===== src/include/serdes_settings.svh =====
`ifndef SERDES_SETTINGS_SVH
`define SERDES_SETTINGS_SVH

// bits per parallel word on the lane
`define SERDES_WORD_W 8

// lock thresholds, counted in received words
`define SERDES_LOCK_GOOD 4
`define SERDES_LOCK_BAD 4
// unlocked words before the checker slips one bit
`define SERDES_SLIP_WORDS 16

// APB register byte offsets
`define SERDES_ADDR_CTRL 8'h00
`define SERDES_ADDR_STATUS 8'h04
`define SERDES_ADDR_ERRCNT 8'h08
`define SERDES_ADDR_SLIPCNT 8'h0C

`endif


===== src/logic/serdes_pkg.sv =====
`include "serdes_settings.svh"

package serdes_pkg;

    typedef logic [`SERDES_WORD_W-1:0] serdes_word_t;
    typedef logic [15:0] serdes_cnt_t;
    // PRBS-7 shift state
    typedef logic [6:0] prbs_state_t;
    // counts bit positions inside one word
    typedef logic [$clog2(`SERDES_WORD_W)-1:0] bit_cnt_t;

    typedef struct packed {
        logic        psel;
        logic        penable;
        logic        pwrite;
        logic [7:0]  paddr;
        logic [31:0] pwdata;
    } apb_req_t;

    typedef struct packed {
        logic [31:0] prdata;
        logic        pready;
        logic        pslverr;
    } apb_rsp_t;

    typedef struct packed {
        logic enable;
        logic inject_err;
        logic clear_cnt;
    } link_ctrl_t;

    typedef struct packed {
        logic        locked;
        serdes_cnt_t err_cnt;
        serdes_cnt_t slip_cnt;
    } link_stat_t;

    typedef enum logic [1:0] {SEARCH, VERIFY, LOCKED} chk_state_e;

    // next word of x^7+x^6+1, first bit in the msb
    // with 7 or more bits per word the new state is the low 7 bits
    function automatic serdes_word_t prbs_word(input prbs_state_t seed);
        prbs_state_t  s;
        serdes_word_t w;
        s = seed;
        for (int i = `SERDES_WORD_W - 1; i >= 0; i--) begin
            w[i] = s[6] ^ s[5];
            s = {s[5:0], w[i]};
        end
        return w;
    endfunction

endpackage


===== src/logic/serdes_regs.sv =====
`timescale 1ns/1ps
`include "serdes_settings.svh"

module serdes_regs (
    input  logic                   CLKDIV,
    input  logic                   RST,
    input  serdes_pkg::apb_req_t   apb_req,
    output serdes_pkg::apb_rsp_t   apb_rsp,
    output serdes_pkg::link_ctrl_t link_ctrl,
    input  serdes_pkg::link_stat_t link_stat,
    output logic                   lane_rst,
    output logic                   lane_ready
);
    import serdes_pkg::*;

    logic [3:0]  rst_sr;
    link_ctrl_t  ctrl_q;
    logic        setup;
    logic        access;
    logic        addr_hit;
    logic [31:0] rd_mux;
    logic [31:0] prdata_q;
    logic        pslverr_q;

    // ########################################
    // lane reset stretcher
    // ########################################

    // ones drain out of the bottom one per cycle after RST drops
    always_ff @(posedge CLKDIV) begin
        if (RST) begin
            rst_sr <= 4'hF;
        end else begin
            rst_sr <= rst_sr >> 1;
        end
    end

    assign lane_rst   = rst_sr[0];
    assign lane_ready = ~rst_sr[0];

    // ########################################
    // APB decode
    // ########################################

    assign setup  = apb_req.psel & ~apb_req.penable;
    assign access = apb_req.psel & apb_req.penable;

    always_comb begin
        addr_hit = 1'b1;
        rd_mux   = '0;
        case (apb_req.paddr)
            `SERDES_ADDR_CTRL:    rd_mux = {31'b0, ctrl_q.enable};
            `SERDES_ADDR_STATUS:  rd_mux = {30'b0, lane_ready, link_stat.locked};
            `SERDES_ADDR_ERRCNT:  rd_mux = 32'(link_stat.err_cnt);
            `SERDES_ADDR_SLIPCNT: rd_mux = 32'(link_stat.slip_cnt);
            default:              addr_hit = 1'b0;
        endcase
    end

    always_ff @(posedge CLKDIV) begin
        if (RST) begin
            ctrl_q    <= '0;
            prdata_q  <= '0;
            pslverr_q <= 1'b0;
        end else begin
            // pulse bits live for one cycle only
            ctrl_q.inject_err <= 1'b0;
            ctrl_q.clear_cnt  <= 1'b0;
            if (access && apb_req.pwrite && apb_req.paddr == `SERDES_ADDR_CTRL) begin
                ctrl_q.enable     <= apb_req.pwdata[0];
                ctrl_q.inject_err <= apb_req.pwdata[1];
                ctrl_q.clear_cnt  <= apb_req.pwdata[2];
            end
            // sampled at setup so data and error sit in the access cycle
            prdata_q  <= (setup && !apb_req.pwrite) ? rd_mux : '0;
            pslverr_q <= setup && !addr_hit;
        end
    end

    assign link_ctrl       = ctrl_q;
    assign apb_rsp.prdata  = prdata_q;
    assign apb_rsp.pready  = 1'b1;
    assign apb_rsp.pslverr = pslverr_q;

    // setup is always followed by a completed access
    a_access_ready : assert property (
        @(posedge CLKDIV) disable iff (RST)
        setup |=> (access && apb_rsp.pready)
    );

endmodule


===== src/logic/prbs_gen.sv =====
`timescale 1ns/1ps
`include "serdes_settings.svh"

module prbs_gen (
    input  logic                   CLKDIV,
    input  logic                   RST,
    input  logic                   lane_rst,
    input  serdes_pkg::link_ctrl_t link_ctrl,
    output serdes_pkg::serdes_word_t word,
    output logic                   word_stb
);
    import serdes_pkg::*;

    localparam prbs_state_t SEED = 7'h7F;
    localparam bit_cnt_t    LAST = bit_cnt_t'(`SERDES_WORD_W - 1);

    prbs_state_t  state;
    serdes_word_t nxt;
    bit_cnt_t     pace;
    logic         pend;

    assign nxt = prbs_word(state);

    always_ff @(posedge CLKDIV) begin
        if (RST) begin
            state    <= SEED;
            pace     <= '0;
            word_stb <= 1'b0;
            pend     <= 1'b0;
        end else begin
            word_stb <= 1'b0;
            if (lane_rst || !link_ctrl.enable) begin
                pace <= '0;
            end else begin
                pace <= (pace == LAST) ? '0 : pace + 1'b1;
                if (pace == '0) begin
                    word_stb <= 1'b1;
                    // injected flip only touches the output word
                    word     <= nxt ^ {pend, {(`SERDES_WORD_W - 1){1'b0}}};
                    state    <= prbs_state_t'(nxt);
                    pend     <= 1'b0;
                end
            end
            // a pulse on the load edge waits for the following word
            if (link_ctrl.inject_err) begin
                pend <= 1'b1;
            end
        end
    end

endmodule


===== src/logic/lane_serializer.sv =====
`timescale 1ns/1ps
`include "serdes_settings.svh"

module lane_serializer (
    input  logic                     CLKDIV,
    input  logic                     RST,
    input  serdes_pkg::serdes_word_t word,
    input  logic                     word_stb,
    output logic                     serial_out
);
    import serdes_pkg::*;

    localparam bit_cnt_t LAST = bit_cnt_t'(`SERDES_WORD_W - 1);

    serdes_word_t shreg;
    bit_cnt_t     bits_left;

    // msb goes straight out, the rest waits in shreg
    always_ff @(posedge CLKDIV) begin
        if (word_stb) begin
            shreg <= {word[`SERDES_WORD_W-2:0], 1'b0};
        end else begin
            shreg <= {shreg[`SERDES_WORD_W-2:0], 1'b0};
        end
    end

    always_ff @(posedge CLKDIV) begin
        if (RST) begin
            bits_left  <= '0;
            serial_out <= 1'b0;
        end else if (word_stb) begin
            serial_out <= word[`SERDES_WORD_W-1];
            bits_left  <= LAST;
        end else if (bits_left != '0) begin
            serial_out <= shreg[`SERDES_WORD_W-1];
            bits_left  <= bits_left - 1'b1;
        end else begin
            // idle line
            serial_out <= 1'b0;
        end
    end

    // generator pacing must match the shift length
    a_no_overrun : assert property (
        @(posedge CLKDIV) disable iff (RST)
        word_stb |-> (bits_left == '0)
    );

endmodule


===== src/logic/lane_deserializer.sv =====
`timescale 1ns/1ps
`include "serdes_settings.svh"

module lane_deserializer (
    input  logic                     CLKDIV,
    input  logic                     RST,
    input  logic                     lane_rst,
    input  logic                     serial_in,
    input  logic                     bitslip,
    output serdes_pkg::serdes_word_t word,
    output logic                     word_vld
);
    import serdes_pkg::*;

    localparam bit_cnt_t LAST = bit_cnt_t'(`SERDES_WORD_W - 1);

    serdes_word_t shreg;
    bit_cnt_t     bit_cnt;
    logic         vld_q;

    // ########################################
    // bit capture
    // ########################################

    // newest bit lands in the lsb
    always_ff @(posedge CLKDIV) begin
        shreg <= {shreg[`SERDES_WORD_W-2:0], serial_in};
    end

    // ########################################
    // word framing
    // ########################################

    always_ff @(posedge CLKDIV) begin
        if (RST || lane_rst) begin
            bit_cnt <= '0;
            vld_q   <= 1'b0;
        end else begin
            vld_q <= 1'b0;
            // slip holds the count, one extra bit enters this frame
            if (!bitslip) begin
                vld_q   <= (bit_cnt == LAST);
                bit_cnt <= (bit_cnt == LAST) ? '0 : bit_cnt + 1'b1;
            end
        end
    end

    // shreg holds the full word during the valid cycle
    assign word     = shreg;
    assign word_vld = vld_q;

endmodule


===== src/logic/prbs_checker.sv =====
`timescale 1ns/1ps
`include "serdes_settings.svh"

module prbs_checker (
    input  logic                     CLKDIV,
    input  logic                     RST,
    input  serdes_pkg::serdes_word_t word,
    input  logic                     word_vld,
    input  serdes_pkg::link_ctrl_t   link_ctrl,
    output logic                     bitslip,
    output serdes_pkg::link_stat_t   link_stat
);
    import serdes_pkg::*;

    localparam int GOOD_W = $clog2(`SERDES_LOCK_GOOD + 1);
    localparam int BAD_W  = $clog2(`SERDES_LOCK_BAD + 1);
    localparam int WAIT_W = $clog2(`SERDES_SLIP_WORDS + 1);
    localparam logic [GOOD_W-1:0] GOOD_LAST = GOOD_W'(`SERDES_LOCK_GOOD - 1);
    localparam logic [BAD_W-1:0]  BAD_LAST  = BAD_W'(`SERDES_LOCK_BAD - 1);
    localparam logic [WAIT_W-1:0] SLIP_LAST = WAIT_W'(`SERDES_SLIP_WORDS - 1);

    chk_state_e        state;
    chk_state_e        state_nxt;
    prbs_state_t       pred;
    serdes_word_t      expected;
    logic              match;
    logic              slip_due;
    logic [GOOD_W-1:0] good_cnt;
    logic [BAD_W-1:0]  bad_cnt;
    logic [WAIT_W-1:0] slip_wait;
    serdes_cnt_t       err_cnt;
    serdes_cnt_t       slip_cnt;

    // ########################################
    // lock state machine
    // ########################################

    always_comb begin
        expected  = prbs_word(pred);
        match     = (word == expected);
        state_nxt = state;
        case (state)
            // an all-zero seed would lock onto a dead line
            SEARCH: if (prbs_state_t'(word) != '0) state_nxt = VERIFY;
            VERIFY: begin
                if (!match) begin
                    state_nxt = SEARCH;
                end else if (good_cnt == GOOD_LAST) begin
                    state_nxt = LOCKED;
                end
            end
            LOCKED: if (!match && bad_cnt == BAD_LAST) state_nxt = SEARCH;
            default: state_nxt = SEARCH;
        endcase
        slip_due = (state_nxt != LOCKED) && (slip_wait == SLIP_LAST);
    end

    always_ff @(posedge CLKDIV) begin
        if (RST) begin
            state     <= SEARCH;
            good_cnt  <= '0;
            bad_cnt   <= '0;
            slip_wait <= '0;
            bitslip   <= 1'b0;
            err_cnt   <= '0;
            slip_cnt  <= '0;
        end else begin
            bitslip <= 1'b0;
            if (word_vld) begin
                state <= slip_due ? SEARCH : state_nxt;
                // once seeded the predictor runs on its own output
                pred <= (state == SEARCH) ? prbs_state_t'(word) : prbs_state_t'(expected);
                good_cnt  <= (state == VERIFY && match) ? good_cnt + 1'b1 : '0;
                bad_cnt   <= (state == LOCKED && !match) ? bad_cnt + 1'b1 : '0;
                slip_wait <= (state_nxt == LOCKED || slip_due) ? '0 : slip_wait + 1'b1;
                bitslip   <= slip_due;
                if (slip_due && slip_cnt != '1) begin
                    slip_cnt <= slip_cnt + 1'b1;
                end
                if (state == LOCKED && !match && err_cnt != '1) begin
                    err_cnt <= err_cnt + 1'b1;
                end
            end
            if (link_ctrl.clear_cnt) begin
                err_cnt  <= '0;
                slip_cnt <= '0;
            end
        end
    end

    assign link_stat.locked   = (state == LOCKED);
    assign link_stat.err_cnt  = err_cnt;
    assign link_stat.slip_cnt = slip_cnt;

    // a slip never fires straight out of lock
    a_no_slip_locked : assert property (
        @(posedge CLKDIV) disable iff (RST)
        link_stat.locked |=> !bitslip
    );

endmodule


===== src/logic/serdes_link_top.sv =====
`timescale 1ns/1ps

module serdes_link_top (
    input  logic                 CLKDIV,
    input  logic                 RST,
    input  serdes_pkg::apb_req_t apb_req,
    output serdes_pkg::apb_rsp_t apb_rsp,
    output logic                 serial_out,
    input  logic                 serial_in,
    output logic                 lane_ready
);
    import serdes_pkg::*;

    link_ctrl_t   link_ctrl;
    link_stat_t   link_stat;
    logic         lane_rst;
    serdes_word_t tx_word;
    logic         tx_stb;
    serdes_word_t rx_word;
    logic         rx_vld;
    logic         bitslip;

    serdes_regs u_regs (
        .CLKDIV     (CLKDIV),
        .RST        (RST),
        .apb_req    (apb_req),
        .apb_rsp    (apb_rsp),
        .link_ctrl  (link_ctrl),
        .link_stat  (link_stat),
        .lane_rst   (lane_rst),
        .lane_ready (lane_ready)
    );

    // transmit side
    prbs_gen u_gen (
        .CLKDIV    (CLKDIV),
        .RST       (RST),
        .lane_rst  (lane_rst),
        .link_ctrl (link_ctrl),
        .word      (tx_word),
        .word_stb  (tx_stb)
    );

    lane_serializer u_ser (
        .CLKDIV     (CLKDIV),
        .RST        (RST),
        .word       (tx_word),
        .word_stb   (tx_stb),
        .serial_out (serial_out)
    );

    // receive side
    lane_deserializer u_des (
        .CLKDIV    (CLKDIV),
        .RST       (RST),
        .lane_rst  (lane_rst),
        .serial_in (serial_in),
        .bitslip   (bitslip),
        .word      (rx_word),
        .word_vld  (rx_vld)
    );

    prbs_checker u_chk (
        .CLKDIV    (CLKDIV),
        .RST       (RST),
        .word      (rx_word),
        .word_vld  (rx_vld),
        .link_ctrl (link_ctrl),
        .bitslip   (bitslip),
        .link_stat (link_stat)
    );

endmodule


===== config.mk =====
export PLATFORM = sky130hd
export DESIGN_NAME = serdes_link_top
export DESIGN_NICKNAME = d
export VERILOG_FILES = /design/src/logic/serdes_pkg.sv /design/src/logic/serdes_regs.sv /design/src/logic/prbs_gen.sv /design/src/logic/lane_serializer.sv /design/src/logic/lane_deserializer.sv /design/src/logic/prbs_checker.sv /design/src/logic/serdes_link_top.sv
export VERILOG_INCLUDE_DIRS = /design/src /design/src/include
export SDC_FILE = /design/constraint.sdc
export NUM_CORES = 1
export LEC_CHECK = 0
export ABC_AREA = 1
export BUFFER_PORTS_ARGS = -buffer_cell sky130_fd_sc_hd__buf_4
export CAP_MARGIN = 5
export CORE_AREA = 4 4 146 148
export DETAILED_ROUTE_END_ITERATION = 12
export DIE_AREA = 0 0 150 152
export GPL_TIMING_DRIVEN = 0
export HOLD_SLACK_MARGIN = 0.03
export REMOVE_ABC_BUFFERS = 1
export SYNTH_ARGS = -nofsm -noshare
export SYNTH_HDL_FRONTEND = slang
export SYNTH_SLANG_ARGS = --single-unit

===== constraint.sdc =====
create_clock -name CLKDIV -period 1.9 [get_ports CLKDIV]
set_input_delay 0.095 -clock CLKDIV [delete_from_list [all_inputs] [get_ports CLKDIV]]
set_output_delay 0.095 -clock CLKDIV [all_outputs]
set_load 0.05 [all_outputs]

# --- Word level (Yosys, flattened, before mapping) ---
# Index checks and enable logic that the tools add are counted.
word_totals:
  register_bits: 137
  out_inout_bits: 36
  word_cells: 137
  inputBits: 46
op_classes:
  bitwise_logic: 26
  eq_ne: 16
  muxes: 23
  addsub: 8
  reduce_logical: 38
ops:
  columns: ["operator", "n"]
  rows:
  - ["$pmux 16 s4", 1]
  - ["$add 16x1->16 const B", 2]
  - ["$ne 16x16->1 const B", 2]
  - ["$eq 8x4->1 const B", 2]
  - ["$xor 1x1->1", 16]
  - ["$mux 3", 5]
  - ["$add 3x1->3 const B", 4]
  - ["$reduce_or 2->1", 6]
  - ["$logic_and 1x1->1", 10]
  - ["$mux 2", 5]
  - ["$reduce_and 2->1", 5]
  - ["$eq 8x3->1 const B", 1]
  - ["$eq 8x8->1", 1]
  - ["$logic_not 8->1", 1]
  - ["$mux 8", 1]
  - ["$xor 8x8->8", 1]
  - ["$mux 1", 7]
  - ["$mux 7", 1]
  - ["$not 1->1", 7]
  - ["$reduce_bool 7->1", 1]
  - ["$eq 3x2->1 const B", 2]
  - ["$eq 3x3->1 const B", 2]
  - ["$pmux 2 s3", 1]
  - ["$add 5x1->5 const B", 1]
  - ["17 further kinds", 26]

# --- Logic depth before layout (Yosys ltp) ---
depth:
  depth_word: 11
  depth_mapped: 17

# --- Modules after synthesis ---
# From an unflattened synthesis, not the netlist that was laid out.
hier_totals:
  cells_unflattened: 794
  area_unflattened_um2: 6143.4
modules_own_cells:
  columns: ["module", "n_inst", "area_each_um2", "cells_per_inst"]
  rows:
  - ["prbs_checker", 1, 3200.6, 442]
  - ["serdes_regs", 1, 1328.8, 178]
  - ["prbs_gen", 1, 802.0, 84]
  - ["lane_serializer", 1, 459.2, 57]
  - ["lane_deserializer", 1, 352.8, 33]

# --- Least setup slack after synthesis ---
# No wires, ideal clock.
synth_timing:
  kind: "reg-to-reg"
  from: "reg u_chk.pred[5]"
  to: "reg u_chk.slip_cnt[10]"
  path_slack_ns: 0.106
  synth_period_minus_slack_ns: 1.794
  required_ns: 1.758
  path_stages_with_launch: 16
  arrival_ns: 1.652
  path_buffers: 1
  path_cell_list: "edfxtp_1 -> inv_2 -> nand2_2 -> nand2_2 -> nand2_1 -> nand3_1 -> nand2_1 -> nor2_2 -> nand2_2 -> nand2_2 -> nand2_1 -> nand2_1 -> nand2_2 -> buf_6 -> nand4_1 -> a21oi_2"
synth_via:
  elab_chain_cells: 11
  elab_cells_between_ends: 14
  cone_classes: "eq/ne: 2; mux: 3; bitwise: 4; reduce/logical: 5"
synth_lines:
  columns: ["element", "line_no", "source"]
  rows:
  - ["start: declaration", "prbs_checker.sv:24", "prbs_state_t pred;"]
  - ["start signal: assignment", "prbs_checker.sv:72", "pred <= (state == SEARCH) ? prbs_state_t'(word) : prbs_state_t'(expected);"]
  - ["$xor 1x1->1 (2 in series)", "serdes_pkg.sv:47", "w[i] = s[6] ^ s[5];"]
  - ["$eq 8x8->1 *", "prbs_checker.sv:40", "match = (word == expected);"]
  - ["$logic_not 1->1", null, null]
  - ["$logic_and 1x1->1", "prbs_checker.sv:52", "LOCKED: if (!match && bad_cnt == BAD_LAST) state_nxt = SEARCH;"]
  - ["$mux 2", "prbs_checker.sv:52", null]
  - ["$pmux 2 s3 *", "prbs_checker.sv:42", "case (state)"]
  - ["$ne 2x2->1 *", "prbs_checker.sv:55", "slip_due = (state_nxt != LOCKED) && (slip_wait == SLIP_LAST);"]
  - ["$logic_and 1x1->1 *", "prbs_checker.sv:55", null]
  - ["$logic_and 1x1->1 *", "prbs_checker.sv:77", "if (slip_due && slip_cnt != '1) begin"]
  - ["$reduce_and 2->1 (no line) *", null, null]
  - ["end signal: assignment", "prbs_checker.sv:78", "slip_cnt <= slip_cnt + 1'b1;"]
  - ["end: declaration", "prbs_checker.sv:32", "serdes_cnt_t slip_cnt;"]
# Every way passes the cells marked *; elsewhere a longest branch is shown, timed or not.
# A chain may end at the register's enable or synchronous reset.

# --- Worst setup path after layout ---
layout_timing:
  from: "reg u_chk.pred[5]"
  to: "reg u_chk.pred[1] (data pin)"
layout_via:
  elab_chain_cells: 3
layout_lines:
  columns: ["element", "line_no"]
  rows:
  - ["$xor 1x1->1 (2 in series)", "serdes_pkg.sv:47"]
  - ["$mux 7", "prbs_checker.sv:72"]
# Every way passes these cells.

==> out/metrics.sh <==
OUTCOME='complete, but fails checks'
FAILED_CHECKS='negative setup slack'
POST_DETAILED_ROUTE_DRC_MARKER_COUNT=0
ROOT_BUFFER='sky130_fd_sc_hd__clkbuf_16'
SYNTH-ADDER-AREA-SHARE_PCT=3.29
ROUTED_WL_UM=13700
PLACEMENT.IO_BUFFERS=35
ANTENNA_DIODE_COUNT=0
TIMING.HOLD.WORST_ENDPOINT='u_gen.pend'
CLKLATENCYLATEPIN_NS=0.42
FLOORPLAN.INITIALDENSITY_PCT=28.5
GROUTE.USAGE.OVERALL_PCT=11.9
END_KIND='flop'
NUMBER_OF_BUFFERS_CREATED_BY_CTS=17
FIN_WS_NS=-0.207
SYNTHDOMINANTCELLAREASHARE_PCT=36.8
SYNTHFLOPTYPE='sky130_fd_sc_hd__dfxtp_1'
HP-START='RST'
SYNTH_ENABLE_FLOP_CELLS=15
HIGHEST_FANOUT_SEEN_ON_THE_CRITICAL_PATH=3
CORE_REGION_UM2=20000
CRITICAL_PATH.REG2REG.STARTPOINT='u_chk.pred[5]'
GRT_FIRST_PASS_WIRELENGTH_UM=22100
POST_LAYOUT_NETS=858
SYNTH.MOST_COMMON_CELL='sky130_fd_sc_hd__nand2_1'
RR_ENDPOINT='u_chk.pred[1]'
GRT_ANTENNA_BEFORE_REPAIR=0
SYNTH-SEQ-CELLS=120
TIGHTESTPINTRANSITION_NS=0.965
CP-START-KIND='flop'
P_INT_mW=5.08
HIGHEST_IR_DROP_SEEN_ON_VDD_V=0.000607
SYNTH.MUX.AREA_FRACTION_PCT=0
LAYOUT-AREA-OVERHEAD-VS-SYNTH_PCT=30.1
CLKTRANSATPATHREGS_NS=0.06
DRV.MAX_CAP_VIOLATION_COUNT=0
DIE_H_UM=152
POWER_SWITCHING_mW=1.51
SHARE_SEQ_OF_TOTAL_POWER_PCT=39.9
FP.DIEW_UM=150
DRT-WIRELENGTH-PER-CELL_UM=12.7
SYNTH-SIMPLE-AREA-SHARE_PCT=28.5
YOSYSUNIQUECELLTYPES=40
HIGHEST_CLOCK_RATE_MHz=475
SYNTH_TOP_FAMILY_BY_AREA='simple AND/OR/NAND/NOR gates'
PERIOD_MINUS_SLACK_NS=2.11
VIAS_PER_CELL=4.52
FINAL_MAX_SLEW_VIOL_COUNT=0
MIN_PATH_CELLS=2
FF2FF_SETUP_SLACK_NS=-0.21
YS_TOP_CELLS_BY_COUNT='sky130_fd_sc_hd__nand2_1 (183), sky130_fd_sc_hd__dfxtp_1 (105), sky130_fd_sc_hd__inv_1 (70)'
SYNTH_COMPOUND_GATE_AREA_SHARE_PCT=9.01
CTS.SINKS=120
POST_SYNTH_XOR_AREA_FRACTION_PCT=5.22
TOTALPOWERFINAL_mW=6.59
CRITICAL_PATH_REQUIRED_NS=2.17
SYN_INST_COUNT=725
HOLD-WORST-SLACK_NS=0.0608
RELATIVE_SLEW_SLACK_PCT=35.6
POWER.SHARE.CLOCK_PCT=54.6
SYNTH_AREA_PER_CELL_UM2=7.87
SETUP-VIOLATIONS-FINAL=43
NETLIST.TOP_CELL.BY_AREA='sky130_fd_sc_hd__dfxtp_1'
SW_FRAC_OF_TOTAL_PCT=22.9
REG2REG_DEPTH=14
GRT_SETUP_UNREPAIRED='true'
SYNTH_ASYNC_SR_FLOP_SHARE_PCT=0
POWER-PER-CELL-AREA_nW_PER_UM2=887
HOLD_CLASS='input pin to flop'
SYNTH_AREA_UM2=5710
FINAL_MIN_PERIOD_OVER_CLOCK_PERIOD_PCT=111
WORST_CLOCK_SKEW_NS=0.00879
VIAS_IN_THE_FIRST_GLOBAL_ROUTE=4425
GP_ROUTABILITY_CONGESTION=0.802
DRT_FIRST_ITER_VIOLATIONS=248
WORST-ENDPOINT-ARRIVAL_NS=2.38
YS_SEQ_AREA_SHARE_PCT=44.7
POST_ROUTE_CELLS_DRIVE_ABOVE_1_SHARE_PCT=24.3
YOSYS_WARNINGS=0
ROW_COUNT=52
GRT_START_MAX_NET_PINS=24
DIEAREA_UM2=22800
COMBINATIONAL_SHARE_OF_POWER_PCT=5.5
H-TREE-DEPTH=4
TOTAL_LEAKAGE_POWER_nW=2.92
PLACE_HPWL_UM=8780
IOPINCOUNT=82
CTS_TREE='yes'
SYNTH.AREA.TOP_CELLS='sky130_fd_sc_hd__dfxtp_1 (37%), sky130_fd_sc_hd__nand2_1 (12%), sky130_fd_sc_hd__edfxtp_1 (7.9%)'
ANTENNA_VIOLATING_NETS_POST_ROUTE=0
HOLD_VIOL=0
OVERFLOW=0
DRT_PASS_1_ITERS=5
CRIT_TYPE='flop to flop'
DETAILROUTE.VIA_COUNT=4881
CTS.PATH.MAX_BUFFERS=2
power by group through the flow:
stage	combinational (mW)	clock [mW]	sequential, mW
finish	0.362	3.59	2.63
floorplan	0.256	0	2.68
global route	0.410	3.78	2.64
global placement	0.334	0	2.68
detailed placement	0.335	0	2.69
CTS	0.356	3.66	2.63
layer usage:
layer / routed length, um / track usage [%] / vias to the layer above
met2: 6420 / 18.0 / 98
met3: 655 / 3.46 / 12
li1: - / - / 2492
met4: 129 / 3.09 / 0
met1: 6530 / 16.6 / 2279
met5: 0 / 0 / -
through the flow:
step | setup WS, ns | area (um^2) | instances | util [%] | TNS [ns]
finish | -0.207 | 7430 | 1080 | 37.1 | -4.96
global route | -0.313 | 7430 | 1080 | 37.1 | -11.39
CTS | -0.133 | 7220 | 1072 | 36.0 | -3.40
detailed placement | -0.509 | 6140 | 1009 | 30.6 | -11.63
global placement | -1.04 | 6120 | 1008 | 30.6 | -17.67
floorplan | 0.0680 | 5520 | 703 | - | 0
critical path: stages (launching register included):
cell,delay (ns)
sky130_fd_sc_hd__edfxtp_1,0.46
sky130_fd_sc_hd__buf_6,0.17
sky130_fd_sc_hd__nand2_2,0.07
sky130_fd_sc_hd__nand2_4,0.07
sky130_fd_sc_hd__nand2_4,0.07
sky130_fd_sc_hd__nand2_2,0.06
sky130_fd_sc_hd__buf_4,0.13
sky130_fd_sc_hd__buf_4,0.12
sky130_fd_sc_hd__buf_4,0.12
sky130_fd_sc_hd__buf_4,0.12
sky130_fd_sc_hd__buf_4,0.12
sky130_fd_sc_hd__buf_4,0.12
sky130_fd_sc_hd__buf_4,0.12
sky130_fd_sc_hd__buf_4,0.12
sky130_fd_sc_hd__o21ai_2,0.10
sequential cells by signal, indices dropped and copies added, names as in the netlist, 2 cells and up:
register,flops
u_chk.err_cnt,16
u_chk.slip_cnt,16
u_regs.prdata_q,16
u_des.word,8
u_gen.word,8
u_chk.pred,7
u_gen.state,7
u_ser.shreg,7
u_chk.slip_wait,5
u_regs.rst_sr,4
u_chk.bad_cnt,3
u_chk.good_cnt,3
u_des.bit_cnt,3
u_gen.pace,3
u_regs.link_ctrl,3
u_ser.bits_left,3
u_chk.state,2
worst max path at each step:
| stage | startpoint | slack, ns | to |
|---|---|---|---|
| 2_1_floorplan | u_chk.pred[5] | 0.07 | u_chk.slip_wait[0] |
| 3_3_place_gp | apb_req[33] | -1.04 | u_regs.prdata_q[0] |
| 3_5_place_dp | apb_req[33] | -0.51 | u_regs.prdata_q[0] |
| 4_1_cts | u_chk.pred[5] | -0.13 | u_chk.slip_cnt[11] |
| 5_1_grt | u_chk.pred[5] | -0.31 | u_chk.slip_cnt[1] |
| 6_report | u_chk.pred[5] | -0.21 | u_chk.pred[1] |
cells by family (layout without fill, tap and decap cells):
logic type	count (synthesis)	after routing
simple gates	354	357
compound gates	89	89
xor+xnor	34	34
other cells	2	17
buf+inv	111	178
fa+ha+maj	15	15
flops	120	120
area by class of cell:
class | instances | area, um^2
Fill cell | 2086 | 12600
Timing Repair inverter | 1 | 6.26
Sequential cell | 120 | 2550
Clock inverter | 15 | 235
Timing Repair Buffer | 71 | 592
Tap cell | 270 | 338
Inverter | 74 | 288
Clock buffer | 17 | 425
Multi-Input combinational cell | 512 | 2990
cell usage in the layout, fill, tap and decap left out, types with 13 or more instances in the layout:
| cell | count |
|---|---|
| sky130_fd_sc_hd__a21oi_1 | 46 |
| sky130_fd_sc_hd__buf_4 | 55 |
| sky130_fd_sc_hd__clkbuf_16 | 17 |
| sky130_fd_sc_hd__conb_1 | 17 |
| sky130_fd_sc_hd__dfxtp_1 | 105 |
| sky130_fd_sc_hd__edfxtp_1 | 15 |
| sky130_fd_sc_hd__ha_1 | 13 |
| sky130_fd_sc_hd__inv_1 | 68 |
| sky130_fd_sc_hd__nand2_1 | 155 |
| sky130_fd_sc_hd__nand2_2 | 37 |
| sky130_fd_sc_hd__nand3_1 | 22 |
| sky130_fd_sc_hd__nand4_1 | 30 |
| sky130_fd_sc_hd__nor2_1 | 49 |
| sky130_fd_sc_hd__o21ai_0 | 14 |
| sky130_fd_sc_hd__xnor2_1 | 14 |
| sky130_fd_sc_hd__xor2_1 | 20 |
repair_timing:
action                     4_1_cts  5_1_grt
hold buffers                     8        0
resized for setup               38       44
hold endpoints to repair         5        0
cloned                           4        0
setup endpoints to repair       40       56
buffers inserted                19        8
pin swaps                       15       18
(Power assumes the default switching activity.)
